`src/hw/wide_reg_pkg.sv`:
```
// Shared bus types, register offsets and bus width for the wide register bank; referenced by scope
package wide_reg_pkg;

	// ************************************************************************
	// Bus geometry
	// ************************************************************************

	// Width of one bus word
	localparam int BW_MMIO = 32;

	// Width of the word offset field
	localparam int BW_ADDR = 4;

	// ************************************************************************
	// Bus request
	// ************************************************************************

	// Plain strobe bus, no handshake
	// Read and write are never high in the same cycle
	typedef struct packed {
		logic re;
		logic we;
		logic [BW_ADDR-1:0] addr;
		logic [BW_MMIO-1:0] wdata;
	} mmio_req_t;

	// ************************************************************************
	// Register map
	// ************************************************************************

	// Word offsets, used as access opcodes by the decoder
	// Anything not listed is unmapped and reads as zero
	typedef enum logic [BW_ADDR-1:0] {
		OFS_KEY  = 4'd0,
		OFS_MASK = 4'd1,
		OFS_CTRL = 4'd2
	} reg_offset_e;

endpackage

```
`src/hw/onehot_word_counter.sv`:
```
// Circular one-hot counter that points at the current word of a wide register
`timescale 1ns/1ps

module onehot_word_counter
#(
	parameter int COUNT_LENGTH = 3
)
(
	input  logic clk,
	input  logic rstnn,
	input  logic enable,
	input  logic init,
	input  logic count,
	output logic [COUNT_LENGTH-1:0] value
);

	// ************************************************************************
	// Next value
	// ************************************************************************

	// Position of the first word
	localparam logic [COUNT_LENGTH-1:0] FIRST = COUNT_LENGTH'(1);

	logic [COUNT_LENGTH-1:0] rotated;
	logic step;

	// Rotate left by one, last bit wraps into bit 0
	// Also correct for a single-word register, where it keeps the value
	assign rotated = (value << 1) | (value >> (COUNT_LENGTH - 1));

	// Only an access made while enabled moves the pointer
	assign step = enable & count;

	// ************************************************************************
	// Pointer register
	// ************************************************************************

	always_ff @(posedge clk or negedge rstnn)
	begin
		if (!rstnn)
		begin
			value <= FIRST;
		end
		else if (init)
		begin
			// Init wins over counting and ignores enable
			value <= FIRST;
		end
		else if (step)
		begin
			value <= rotated;
		end
	end

endmodule

```
`src/hw/onehot_word_mux.sv`:
```
// One-hot selector that picks one bus word out of a flat wide vector
`timescale 1ns/1ps

module onehot_word_mux
#(
	parameter int BW_DATA = 32,
	parameter int NUM_DATA = 3
)
(
	input  logic [BW_DATA*NUM_DATA-1:0] data_list,
	input  logic [NUM_DATA-1:0] select,
	output logic [BW_DATA-1:0] data_out
);

	// ************************************************************************
	// AND-OR selection
	// ************************************************************************

	// Each slice is masked by its select bit and all are ORed
	// With a one-hot select exactly one slice survives
	// An all-zero select gives zero
	always_comb
	begin
		data_out = '0;
		for (int i = 0; i < NUM_DATA; i++)
		begin
			if (select[i])
			begin
				// Slice i occupies bits [BW_DATA*i +: BW_DATA]
				data_out = data_out | data_list[BW_DATA*i +: BW_DATA];
			end
		end
	end

	// Slice 0 sits at the bottom of data_list
	// Higher slices follow upward in word order

endmodule

```
`src/hw/mmio_wide_reg.sv`:
```
// Wide register reached through one bus address; each access steps a circular word pointer
`timescale 1ns/1ps

module mmio_wide_reg
#(
	parameter int BW_WIDE_DATA = 96,
	parameter logic [BW_WIDE_DATA-1:0] DEFAULT_VALUE = '0
)
(
	input  logic clk,
	input  logic rstnn,
	input  logic clear,
	input  logic enable,
	input  logic re,
	input  logic we,
	input  logic [wide_reg_pkg::BW_MMIO-1:0] wdata,
	output logic [wide_reg_pkg::BW_MMIO-1:0] rdata,
	output logic [BW_WIDE_DATA-1:0] wide_data_out
);

	// ************************************************************************
	// Geometry
	// ************************************************************************

	localparam int BW_MMIO = wide_reg_pkg::BW_MMIO;

	// Number of bus words, rounded up
	localparam int COUNT_LENGTH = (BW_WIDE_DATA + BW_MMIO - 1) / BW_MMIO;
	localparam int BW_STORE = BW_MMIO * COUNT_LENGTH;

	// Default zero-extended to the full storage width
	localparam logic [BW_STORE-1:0] STORE_DEFAULT = BW_STORE'(DEFAULT_VALUE);

	logic [COUNT_LENGTH-1:0] word_sel;
	logic [BW_STORE-1:0] store;
	logic access;

	// Any read or write steps the pointer
	assign access = re | we;

	onehot_word_counter #(
		.COUNT_LENGTH(COUNT_LENGTH)
	) i_counter (
		.clk(clk),
		.rstnn(rstnn),
		.enable(enable),
		.init(clear),
		.count(access),
		.value(word_sel)
	);

	// ************************************************************************
	// Storage
	// ************************************************************************

	always_ff @(posedge clk or negedge rstnn)
	begin
		if (!rstnn)
		begin
			store <= STORE_DEFAULT;
		end
		else if (clear)
		begin
			store <= STORE_DEFAULT;
		end
		else if (enable && we)
		begin
			// Replace only the word under the pointer
			for (int i = 0; i < COUNT_LENGTH; i++)
			begin
				if (word_sel[i])
				begin
					store[BW_MMIO*i +: BW_MMIO] <= wdata;
				end
			end
		end
	end

	// Read-back shows the word before this access, full 32 bits
	onehot_word_mux #(
		.BW_DATA(BW_MMIO),
		.NUM_DATA(COUNT_LENGTH)
	) i_mux (
		.data_list(store),
		.select(word_sel),
		.data_out(rdata)
	);

	// Bits above the wide width stay internal
	assign wide_data_out = store[BW_WIDE_DATA-1:0];

endmodule

```
`src/hw/wide_reg_decoder.sv`:
```
// Bus decoder for the wide register bank; owns the control register and forms the read data
`timescale 1ns/1ps

module wide_reg_decoder
(
	input  logic clk,
	input  logic rstnn,
	input  wide_reg_pkg::mmio_req_t req,
	input  logic [wide_reg_pkg::BW_MMIO-1:0] key_rdata,
	input  logic [wide_reg_pkg::BW_MMIO-1:0] mask_rdata,
	output logic key_re,
	output logic key_we,
	output logic mask_re,
	output logic mask_we,
	output logic [wide_reg_pkg::BW_MMIO-1:0] wdata,
	output logic clear,
	output logic enable,
	output logic [wide_reg_pkg::BW_MMIO-1:0] rdata
);

	// ************************************************************************
	// Address decode
	// ************************************************************************

	logic hit_key;
	logic hit_mask;
	logic hit_ctrl;
	logic ctrl_we;
	logic [wide_reg_pkg::BW_MMIO-1:0] ctrl_rdata;

	assign hit_key  = (req.addr == wide_reg_pkg::OFS_KEY);
	assign hit_mask = (req.addr == wide_reg_pkg::OFS_MASK);
	assign hit_ctrl = (req.addr == wide_reg_pkg::OFS_CTRL);

	// Per-register strobes
	assign key_re  = req.re & hit_key;
	assign key_we  = req.we & hit_key;
	assign mask_re = req.re & hit_mask;
	assign mask_we = req.we & hit_mask;
	assign ctrl_we = req.we & hit_ctrl;

	// Write data is shared by both wide registers
	assign wdata = req.wdata;

	// ************************************************************************
	// Control register
	// ************************************************************************

	// Bit 1 is the enable level
	// Bit 0 written as one gives a clear pulse in the next cycle
	always_ff @(posedge clk or negedge rstnn)
	begin
		if (!rstnn)
		begin
			enable <= 1'b0;
			clear <= 1'b0;
		end
		else
		begin
			clear <= ctrl_we & req.wdata[0];
			if (ctrl_we)
			begin
				enable <= req.wdata[1];
			end
		end
	end

	// Only enable reads back
	always_comb
	begin
		ctrl_rdata = '0;
		ctrl_rdata[1] = enable;
	end

	// ************************************************************************
	// Read data
	// ************************************************************************

	// Unmapped offsets return zero
	always_comb
	begin
		case (wide_reg_pkg::reg_offset_e'(req.addr))
			wide_reg_pkg::OFS_KEY:  rdata = key_rdata;
			wide_reg_pkg::OFS_MASK: rdata = mask_rdata;
			wide_reg_pkg::OFS_CTRL: rdata = ctrl_rdata;
			default:                rdata = '0;
		endcase
	end

endmodule

```
`src/hw/wide_reg_bank.sv`:
```
// Top level of the wide register bank; a 96-bit key and a 40-bit mask behind a 32-bit bus
`timescale 1ns/1ps

module wide_reg_bank
#(
	parameter int BW_KEY = 96,
	parameter int BW_MASK = 40,
	parameter logic [BW_KEY-1:0] KEY_DEFAULT = 96'h0123_4567_89ab_cdef_fedc_ba98,
	parameter logic [BW_MASK-1:0] MASK_DEFAULT = 40'h00_ffff_0000
)
(
	input  logic clk,
	input  logic rstnn,
	input  wide_reg_pkg::mmio_req_t req,
	output logic [wide_reg_pkg::BW_MMIO-1:0] rdata,
	output logic [BW_KEY-1:0] key_out,
	output logic [BW_MASK-1:0] mask_out,
	output logic enabled
);

	// ************************************************************************
	// Internal wires
	// ************************************************************************

	logic key_re;
	logic key_we;
	logic mask_re;
	logic mask_we;
	logic clear;
	logic [wide_reg_pkg::BW_MMIO-1:0] wdata;
	logic [wide_reg_pkg::BW_MMIO-1:0] key_rdata;
	logic [wide_reg_pkg::BW_MMIO-1:0] mask_rdata;

	// Decoder drives the strobes, clear pulse and enable level
	wide_reg_decoder i_decoder (
		.clk(clk),
		.rstnn(rstnn),
		.req(req),
		.key_rdata(key_rdata),
		.mask_rdata(mask_rdata),
		.key_re(key_re),
		.key_we(key_we),
		.mask_re(mask_re),
		.mask_we(mask_we),
		.wdata(wdata),
		.clear(clear),
		.enable(enabled),
		.rdata(rdata)
	);

	// ************************************************************************
	// Wide registers
	// ************************************************************************

	// Key, three bus words
	mmio_wide_reg #(
		.BW_WIDE_DATA(BW_KEY),
		.DEFAULT_VALUE(KEY_DEFAULT)
	) i_key (
		.clk(clk),
		.rstnn(rstnn),
		.clear(clear),
		.enable(enabled),
		.re(key_re),
		.we(key_we),
		.wdata(wdata),
		.rdata(key_rdata),
		.wide_data_out(key_out)
	);

	// Mask, two bus words, upper word partly unused
	mmio_wide_reg #(
		.BW_WIDE_DATA(BW_MASK),
		.DEFAULT_VALUE(MASK_DEFAULT)
	) i_mask (
		.clk(clk),
		.rstnn(rstnn),
		.clear(clear),
		.enable(enabled),
		.re(mask_re),
		.we(mask_we),
		.wdata(wdata),
		.rdata(mask_rdata),
		.wide_data_out(mask_out)
	);

endmodule

```
`config.mk`:
```
export PLATFORM = sky130hd
export DESIGN_NAME = wide_reg_bank
export DESIGN_NICKNAME = d
export VERILOG_FILES = /design/src/hw/wide_reg_pkg.sv /design/src/hw/onehot_word_counter.sv /design/src/hw/onehot_word_mux.sv /design/src/hw/mmio_wide_reg.sv /design/src/hw/wide_reg_decoder.sv /design/src/hw/wide_reg_bank.sv
export SDC_FILE = /design/constraint.sdc
export NUM_CORES = 1
export LEC_CHECK = 0
export ABC_AREA = 1
export ABC_CLOCK_PERIOD_IN_PS = 2800
export BUFFER_PORTS_ARGS = -buffer_cell sky130_fd_sc_hd__buf_2
export CAP_MARGIN = 0
export CORE_ASPECT_RATIO = 2
export CORE_MARGIN = 3
export CORE_UTILIZATION = 34
export DETAILED_ROUTE_END_ITERATION = 6
export GPL_ROUTABILITY_DRIVEN = 0
export GPL_TIMING_DRIVEN = 1
export HOLD_SLACK_MARGIN = 0.03
export MAX_ROUTING_LAYER = met4
export PLACE_DENSITY_LB_ADDON = 0.1
export SLEW_MARGIN = 10
export SYNTH_ARGS = -nofsm -noshare
export SYNTH_HDL_FRONTEND = slang
export SYNTH_SLANG_ARGS = --single-unit
```
`constraint.sdc`:
```
create_clock -name clk -period 2.8 [get_ports clk]
set_clock_uncertainty 0.1 [all_clocks]
set_input_delay 0.56 -clock clk [delete_from_list [all_inputs] [get_ports clk]]
set_output_delay 0.56 -clock clk [all_outputs]
set_load 0.02 [all_outputs]
```
## Yosys cells after proc, flatten, opt, wreduce, memory -nomap -nowiden

Index checks and enable logic that the tools add are counted.

| storage, ports and cells | value |
|---|---|
| bits of input ports | 40 |
| output and inout port bits | 169 |
| bits in registers | 167 |
| word-level logic and storage cells | 62 |

| operators by class | value |
|---|---|
| reductions and logical operators | 17 |
| eq/ne operators | 2 |
| bitwise operators | 15 |
| muxes and demuxes | 19 |

Operators with widths:

| kind | count |
|---|---|
| two-way mux 32 bit | 10 |
| two-way mux 96 bit | 2 |
| two-way mux 64 bit | 2 |
| bitwise OR 32 bit | 3 |
| one-hot mux 32 bit (3 select lines) | 1 |
| nonzero test 2 bit | 9 |
| AND reduction 2 bit | 5 |
| bitwise AND 1 bit | 8 |
| two-way mux 3 bit | 2 |
| equality test 4 x 1 -> 1 bit (second input constant) | 1 |
| equality test 4 x 2 -> 1 bit (second input constant) | 1 |
| logical NOT 4 bit | 1 |
| two-way mux 2 bit | 2 |
| bitwise OR 3 x 1 -> 3 bit | 1 |
| logical AND 1 bit | 2 |
| bitwise OR 1 bit | 2 |
| bitwise OR 2 x 1 -> 2 bit | 1 |

## Logic depth before layout (Yosys ltp)

Gate-level depths: netlist (run 1).

| logic depth | value |
|---|---|
| depth in word-level cells | 6 |
| mapped depth | 8 |

## Cells and area by module

From an unflattened synthesis (run 1), not the netlist that was laid out.

| unflattened totals | value |
|---|---|
| cell total of the unflattened synthesis | 1386 |
| area, all modules | 9933.3 µm² |

Modules (own cells, without submodules):

| module | times used | cells each | area each (µm²) |
|---|---|---|---|
| mmio_wide_reg (i_key) | 1 | 538 | 4469.3 |
| mmio_wide_reg (i_mask) | 1 | 413 | 3288.2 |
| wide_reg_decoder | 1 | 164 | 915.9 |
| onehot_word_mux (i_key.i_mux) | 1 | 137 | 591.8 |
| onehot_word_mux (i_mask.i_mux) | 1 | 102 | 427.9 |
| onehot_word_counter (i_key.i_counter) | 1 | 19 | 143.9 |
| onehot_word_counter (i_mask.i_counter) | 1 | 13 | 96.3 |

## Least setup slack after synthesis (run 1)

Ideal clock, no wire load.

| timing | value |
|---|---|
| path kind | input to output |
| from | input port req[35] (netlist name) |
| to | output port rdata[0] (netlist name) |
| buffers on the path | 1 |
| arrival time | 1349 ps |
| stages on the path | 6 |
| path slack | 791 ps |
| cells stage by stage | nor2_4 -> nand2_2 -> inv_1 -> buf_2 -> nand2_1 -> nand2_1 |

| between the ends | value |
|---|---|
| word-level cells in the longest chain between the ends | 2 |
| elaborated cells on any way between the ends | 4 |
| those cells by class | eq/ne: 2; mux: 1; reduce/logical: 1 |

RTL lines:

| item | line | text |
|---|---|---|
| start, declared | wide_reg_bank.sv:14 | `input wide_reg_pkg::mmio_req_t req,` |
| equality test 4 x 2 -> 1 bit (tied with other cells) | wide_reg_decoder.sv:82 | `case (wide_reg_pkg::reg_offset_e'(req.addr))` |
| one-hot mux 32 bit (3 select lines) (*) | wide_reg_decoder.sv:82 |  |
| end, declared | wide_reg_bank.sv:15 | `output logic [wide_reg_pkg::BW_MMIO-1:0] rdata,` |

Mark *: on every way between the ends. The rest lies on a longest branch, timed or not.

## Final worst setup path (run 1)

| timing | value |
|---|---|
| from | register i_key.i_counter.value[0] |
| to | output port rdata[29] (netlist name) |

| between the ends | value |
|---|---|
| word-level cells in the longest chain between the ends | 6 |

RTL lines:

| item | line | text |
|---|---|---|
| start, declared | onehot_word_counter.sv:14 | `output logic [COUNT_LENGTH-1:0] value` |
| start signal, assigned | onehot_word_counter.sv:51 | `value <= rotated;` |
| two-way mux 32 bit (*) | onehot_word_mux.sv:27 | `if (select[i])` |
| bitwise OR 32 bit | onehot_word_mux.sv:30 | `data_out = data_out \| data_list[BW_DATA*i +: BW_DATA];` |
| two-way mux 32 bit (*) | onehot_word_mux.sv:27 |  |
| bitwise OR 32 bit | onehot_word_mux.sv:30 |  |
| two-way mux 32 bit (*) | onehot_word_mux.sv:27 |  |
| one-hot mux 32 bit (3 select lines) (*) | wide_reg_decoder.sv:82 |  |

Marks and branches as above.

==> flow_summary.ini, run 1 <==
[clocking]
ctsLongestPathBuffers = 2
htree_levels = 4
numCtsBuffers = 17
cts.sinks = 167
clkTransAtPathRegs_ns = 0.07
cts_tree = done
clockRootBuffer = clkbuf_16
insertion_delay_ns = 0.44
post_cts_buffers = 0

[finish]
layout_common_cells = nand2_1 (442), nand3_1 (315), buf_2 (207)
regArea_um2 = 4267
final_common_cell = nand2_1
fin_area_um2 = 10800
fill_cells = 2847
drive_gt1_share_pct = 27.40
nets = 1370
multi_input_area_um2 = 3911
area_growth_syn_to_layout_pct = 17.39

[detailed_routing]
first_pass_iters = 5
detail-route-antenna-nets = 0
remaining_drc_errors = 0
drt_wl_total_mm = 38.48
vias_per_cell = 5.233
wire_per_inst_um = 22.79
vias = 8834
drt-initial-drc-count = 846

[synth]
seq_area_frac_synth_pct = 46.39
synthDistinctLibCells = 25
syn_area_per_cell_um2 = 7.677
synth.net_count = 1238
synthCells = 1198
ys_ff_latch = 167
synthesis.area_um2 = 9198
yosysWarnings = 0

[grt]
gr-usage-all-layers_pct = 27.28
grt_pass1_vias = 8714
grt_pass1_wl_mm = 56.33
antenna_found_initial = 1
grt_max_degree = 86
grt.overflow.total = 0

[place]
hpwlAfterDp_mm = 28.76
placed_area_um2 = 10200
post-place-ws_ns = 0.3875
io_buffers = 208

[sta]
slew_headroom_pct = 59.33
period_minus_slack_ns = 2.671
fin_ws_ns = 0.1294
finalHoldViolCount = 0
setup_violations = 0
max_freq_mhz = 374.5
tightest_slew_ns = 0.6101
setup_tns_ns = 0
rsz0062_at_grt = false
slew_violations = 0
fin_crit_sh_pct = 95.38

[floorplanning]
pin_count = 209
initial_core_util_pct = 34.73
fp.dieW_um = 122.3
std_cell_rows = 84
die_height_um = 238.6
fp.coreArea_um2 = 26490
dieArea_um2 = 29180

[pwr]
pwr-share-clk_pct = 27.6
p_seq_share_pct = 40.1
p_sw_share_pct = 39.02
leakage_nw = 6.154
power_density_nw_per_um2 = 807.6
p_switching_mw = 3.402
p_int_mw = 5.317
ir_worst_vdd_uv = 385.8
pwr-share-comb_pct = 32.3

[worst_setup_path]
crit_required_ns = 2.14
r2r-start = i_key.i_counter.value[0]
end_kind = output pin
crit_fanout = 10
r2r_cells = 6
reg2reg_slack_ns = 0.73
critPathLaunchType = register
criticalPathCategory = reg2out
cp.arrival_ns = 2.01
r2r_end = i_key.wide_data_out[12]

[min_path]
hold_path_class = in2reg
hp-start = req[8]
whs_path_depth = 3
hold-path-endpoint = i_key.wide_data_out[8]

[outcome]
outcome = finished, final reports clean

[flow_run]
drv_cap = 0
[synth_stat cells]
library cell    n  area (um^2)
dfstp_2        70         1839
or2_2           1        6.260
a22o_1         32        280.3
nor2_2          3        18.77
nor2_1         37        138.9
buf_4          47        352.8
nand4_1         2        12.51
buf_2          44        220.2
inv_2           4        15.01
nand3_1       315         1577
or2_1           1        6.260
nand4_2         3        37.54
nor2_4          4        45.04
buf_1           3        11.26
clkbuf_1       26        97.59
nand2_1       442         1659
nand4_4         1        21.27
o21ai_0         2        10.01
nor2_8          1        20.02
nand2_2         3        18.77
buf_6          15        168.9
inv_1          41        153.9
dfrtp_1        97         2427
o21a_1          1        7.510
nand3_4         3        52.55
[worst max-delay path, cell delays in order, from the launching register on]
cell     delay [ns]
dfstp_2        0.72
buf_4          0.25
nand2_1        0.07
nand3_1        0.21
nand2_1        0.09
nand2_1        0.07
buf_2          0.15
[cell type report]
class	count	share of cell area (%)
clock inverter	8	0.8808
clock buffer	24	4.554
inverter	45	1.611
sequential	167	39.52
multi-input combinational	851	36.23
timing repair buffer	248	13.20
tap	344	3.987
antenna	1	0.02318
[layer usage]
layer / vias to the layer above / share of wire, % / GRT usage [%]
li1: 4131 / - / -
met1: 4284 / 34 / 27.75
met2: 355 / 56 / 50.27
met3: 64 / 4.9 / 4.191
met4: 0 / 4.8 / 12.58
met5: - / 0 / -
[sequential cells by signal, summed over array words and instances, names as in the netlist]
signal / cells
i_decoder.clear: 1
i_decoder.enable: 1
i_key.i_counter.value: 3
i_key.wide_data_out: 96
i_mask.i_counter.value: 2
i_mask.store: 64
[how the worst max path moves through the flow]
stage | startpoint | endpoint | depth (start not counted)
final | i_key.i_counter.value[0] | rdata[29] | 6
after global routing | i_key.i_counter.value[0] | rdata[30] | 6
after CTS | i_key.i_counter.value[0] | rdata[29] | 6
after detailed placement | req[35] | rdata[17] | 8
after global placement | req[35] | rdata[17] | 8
after floorplan | req[35] | rdata[0] | 6
[power by group through the flow]
stage	combinational (mW)	sequential, mW	clock, mW
after floorplan	1.56	3.65	0
after global placement	2.87	3.53	0
after detailed placement	2.86	3.53	0
after CTS	2.87	3.50	2.44
after global routing	3.03	3.55	2.54
final	2.82	3.50	2.40
[cells by family (layout without fill, tap and decap cells)]
family | Yosys count | in the layout | synth area share, %
other cells | 0 | 1 | 0
buf+inv | 180 | 325 | 11.09
compound gates | 35 | 35 | 3.238
flops | 167 | 167 | 46.39
simple gates | 816 | 816 | 39.29
[metrics by stage]
step	utilization, %	hold WS (ns)	std cells	total power [mW]
floorplan	-	0.1644	1198	5.204
global route	40.76	0.2375	1688	9.127
detailed placement	38.50	0.3831	1654	6.387
CTS	40.75	0.2197	1687	8.807
global placement	38.50	0.3776	1654	6.396
finish	40.76	0.2404	1688	8.719
[what timing repair did]
item                       in CTS  in global routing
hold buffers                    1                  0
setup endpoints to repair       0                  0
hold endpoints to repair       24                  0
resized for setup               0                  0
Note: power is estimated with default switching activity, not from simulation.
==> inputs of run 2 (changes only) <==
Settings changed: ABC_CLOCK_PERIOD_IN_PS 2800 to 2900, HOLD_SLACK_MARGIN 0.03 to default.
Clock period 2.8 ns to 2.9 ns, I/O delays scaled along.
==> run 2 against run 1 <==
Against the previous run: routed wire length shrank 0.24%; worst setup slack better by 0.043 ns; cell count down 0.18%; register-to-register slack better by 0.14 ns; critical path depth did not move; flip-flop and latch count did not move; clock power is 11% lower.
==> flow_summary.ini, run 2 (same netlist as run 1, synthesis figures left out) <==
[outcome]
outcome = finished, final reports clean

[detailed_routing]
drt-initial-drc-count = 750
detail-route-antenna-nets = 0
vias = 8773
drt_wl_total_mm = 38.38
wire_per_inst_um = 22.78
top_layer = met4
route.met3.wl_mm = 1.623
first_pass_iters = 6
vias_per_cell = 5.207
routed-wl-met2_mm = 21.25
wl_met1_mm = 13.20
remaining_drc_errors = 0

[sta]
slew_violations = 0
max_freq_mhz = 366.6
setup_tns_ns = 0
slew_headroom_pct = 36.38
rsz0062_at_grt = false
period_minus_slack_ns = 2.728
fin_ws_ns = 0.1725
fin_crit_sh_pct = 94.05
setup_violations = 0
tightest_slew_ns = 0.9520
finalHoldViolCount = 0
whs_ns = 0.2479

[clocking]
post_cts_buffers = 0
numCtsBuffers = 17
insertion_delay_ns = 0.45
cts_tree = done
clockRootBuffer = clkbuf_16
post_cts_resized = 0
htree_levels = 4
clkTransAtPathRegs_ns = 0.07
ctsLongestPathBuffers = 2
ctsHoldBuffers = 1
cts.sinks = 167

[finish]
final_common_cell = nand2_1
instances_no_fill = 1685
area_growth_syn_to_layout_pct = 16.39
fill_cells = 2947
nets = 1366
layout_common_cells = nand2_1 (442), nand3_1 (315), buf_2 (207)
drive_gt1_share_pct = 27.41
largest_reg_flops = 96
utilization_pct = 40.42
fin_area_um2 = 10710

[flow_run]
drv_cap = 0

[worst_setup_path]
worst_path_max_delay_cell = dfstp_2
crit_end = rdata[7]
cp_cell_sequence = buf_12 > nand2_1 > nand3_1 > nand2_1 > nand2_1 > buf_2
r2r-start = i_decoder.clear
cp_slowest_stage_delay_ns = 0.83
reg2reg_slack_ns = 0.87
crit_fanout = 17
r2r_cells = 4
end_kind = output pin
critPathLaunchType = register
cp.arrival_ns = 2.05
crit_top_cell = nand2_1
critPathLaunch = i_key.i_counter.value[0]
crit_required_ns = 2.22
criticalPathCategory = reg2out
r2r_end = i_key.wide_data_out[53]

[floorplanning]
std_cell_rows = 84
dieArea_um2 = 29180
pin_count = 209
die_height_um = 238.6
initial_core_util_pct = 34.73
fp.dieW_um = 122.3
fp.coreArea_um2 = 26490

[pwr]
power.total_mw = 8.194
ir_worst_vdd_uv = 503.6
leakage_nw = 6.094
power_density_nw_per_um2 = 765.4

[grt]
grt_pass1_vias = 8794
antenna_found_initial = 2
grt_max_degree = 88
gr-usage-all-layers_pct = 27.52
grt_pass1_wl_mm = 56.66
grt.overflow.total = 0

[min_path]
hold_path_class = in2reg

[place]
post-place-ws_ns = 0.4820
placed_area_um2 = 10150
post-place-cells = 1650
io_buffers = 208
hpwlAfterDp_mm = 28.68
-- run 2: cell type report --
class / instances / area [um^2] / area share, %
inverter: 45 / 173.9 / 1.625
sequential: 167 / 4267 / 39.85
clock inverter: 12 / 78.83 / 0.7363
clock buffer: 20 / 456.7 / 4.266
timing repair buffer: 244 / 1383 / 12.91
multi-input combinational: 851 / 3911 / 36.54
tap: 344 / 430.4 / 4.021
antenna: 2 / 5.005 / 0.04675
-- run 2: power by group --
group          switching [mW]  total [mW]  internal [mW]
Sequential              0.443        3.37           2.93
Combinational            1.86        2.68          0.817
Clock                    1.01        2.14           1.13
-- run 2: worst min-delay path by stage --
stage                                       start  cells after the start                       to  slack [ns]
final                                      req[8]                      3   i_key.wide_data_out[8]        0.25
after global routing                       req[8]                      3   i_key.wide_data_out[8]        0.26
after CTS                                  req[8]                      3   i_key.wide_data_out[8]        0.23
after detailed placement   i_key.wide_data_out[4]                      2   i_key.wide_data_out[4]        0.38
after global placement    i_key.wide_data_out[55]                      2  i_key.wide_data_out[55]        0.38
after floorplan                             rstnn                      0          i_decoder.clear        0.18
-- run 2: routing by layer --
metal  track usage, %  vias up
met5                -        -
met4            15.26        0
met3            4.239       82
met2            49.72      315
met1            27.75     4254
li1                 -     4122
-- run 2: worst max-delay path: cells and delay by family (launching register included) --
kind                   cells  cell delay [ns]
buffers and inverters      2             0.37
flip-flops                 1             0.83
AND/OR/NAND/NOR            4             0.40
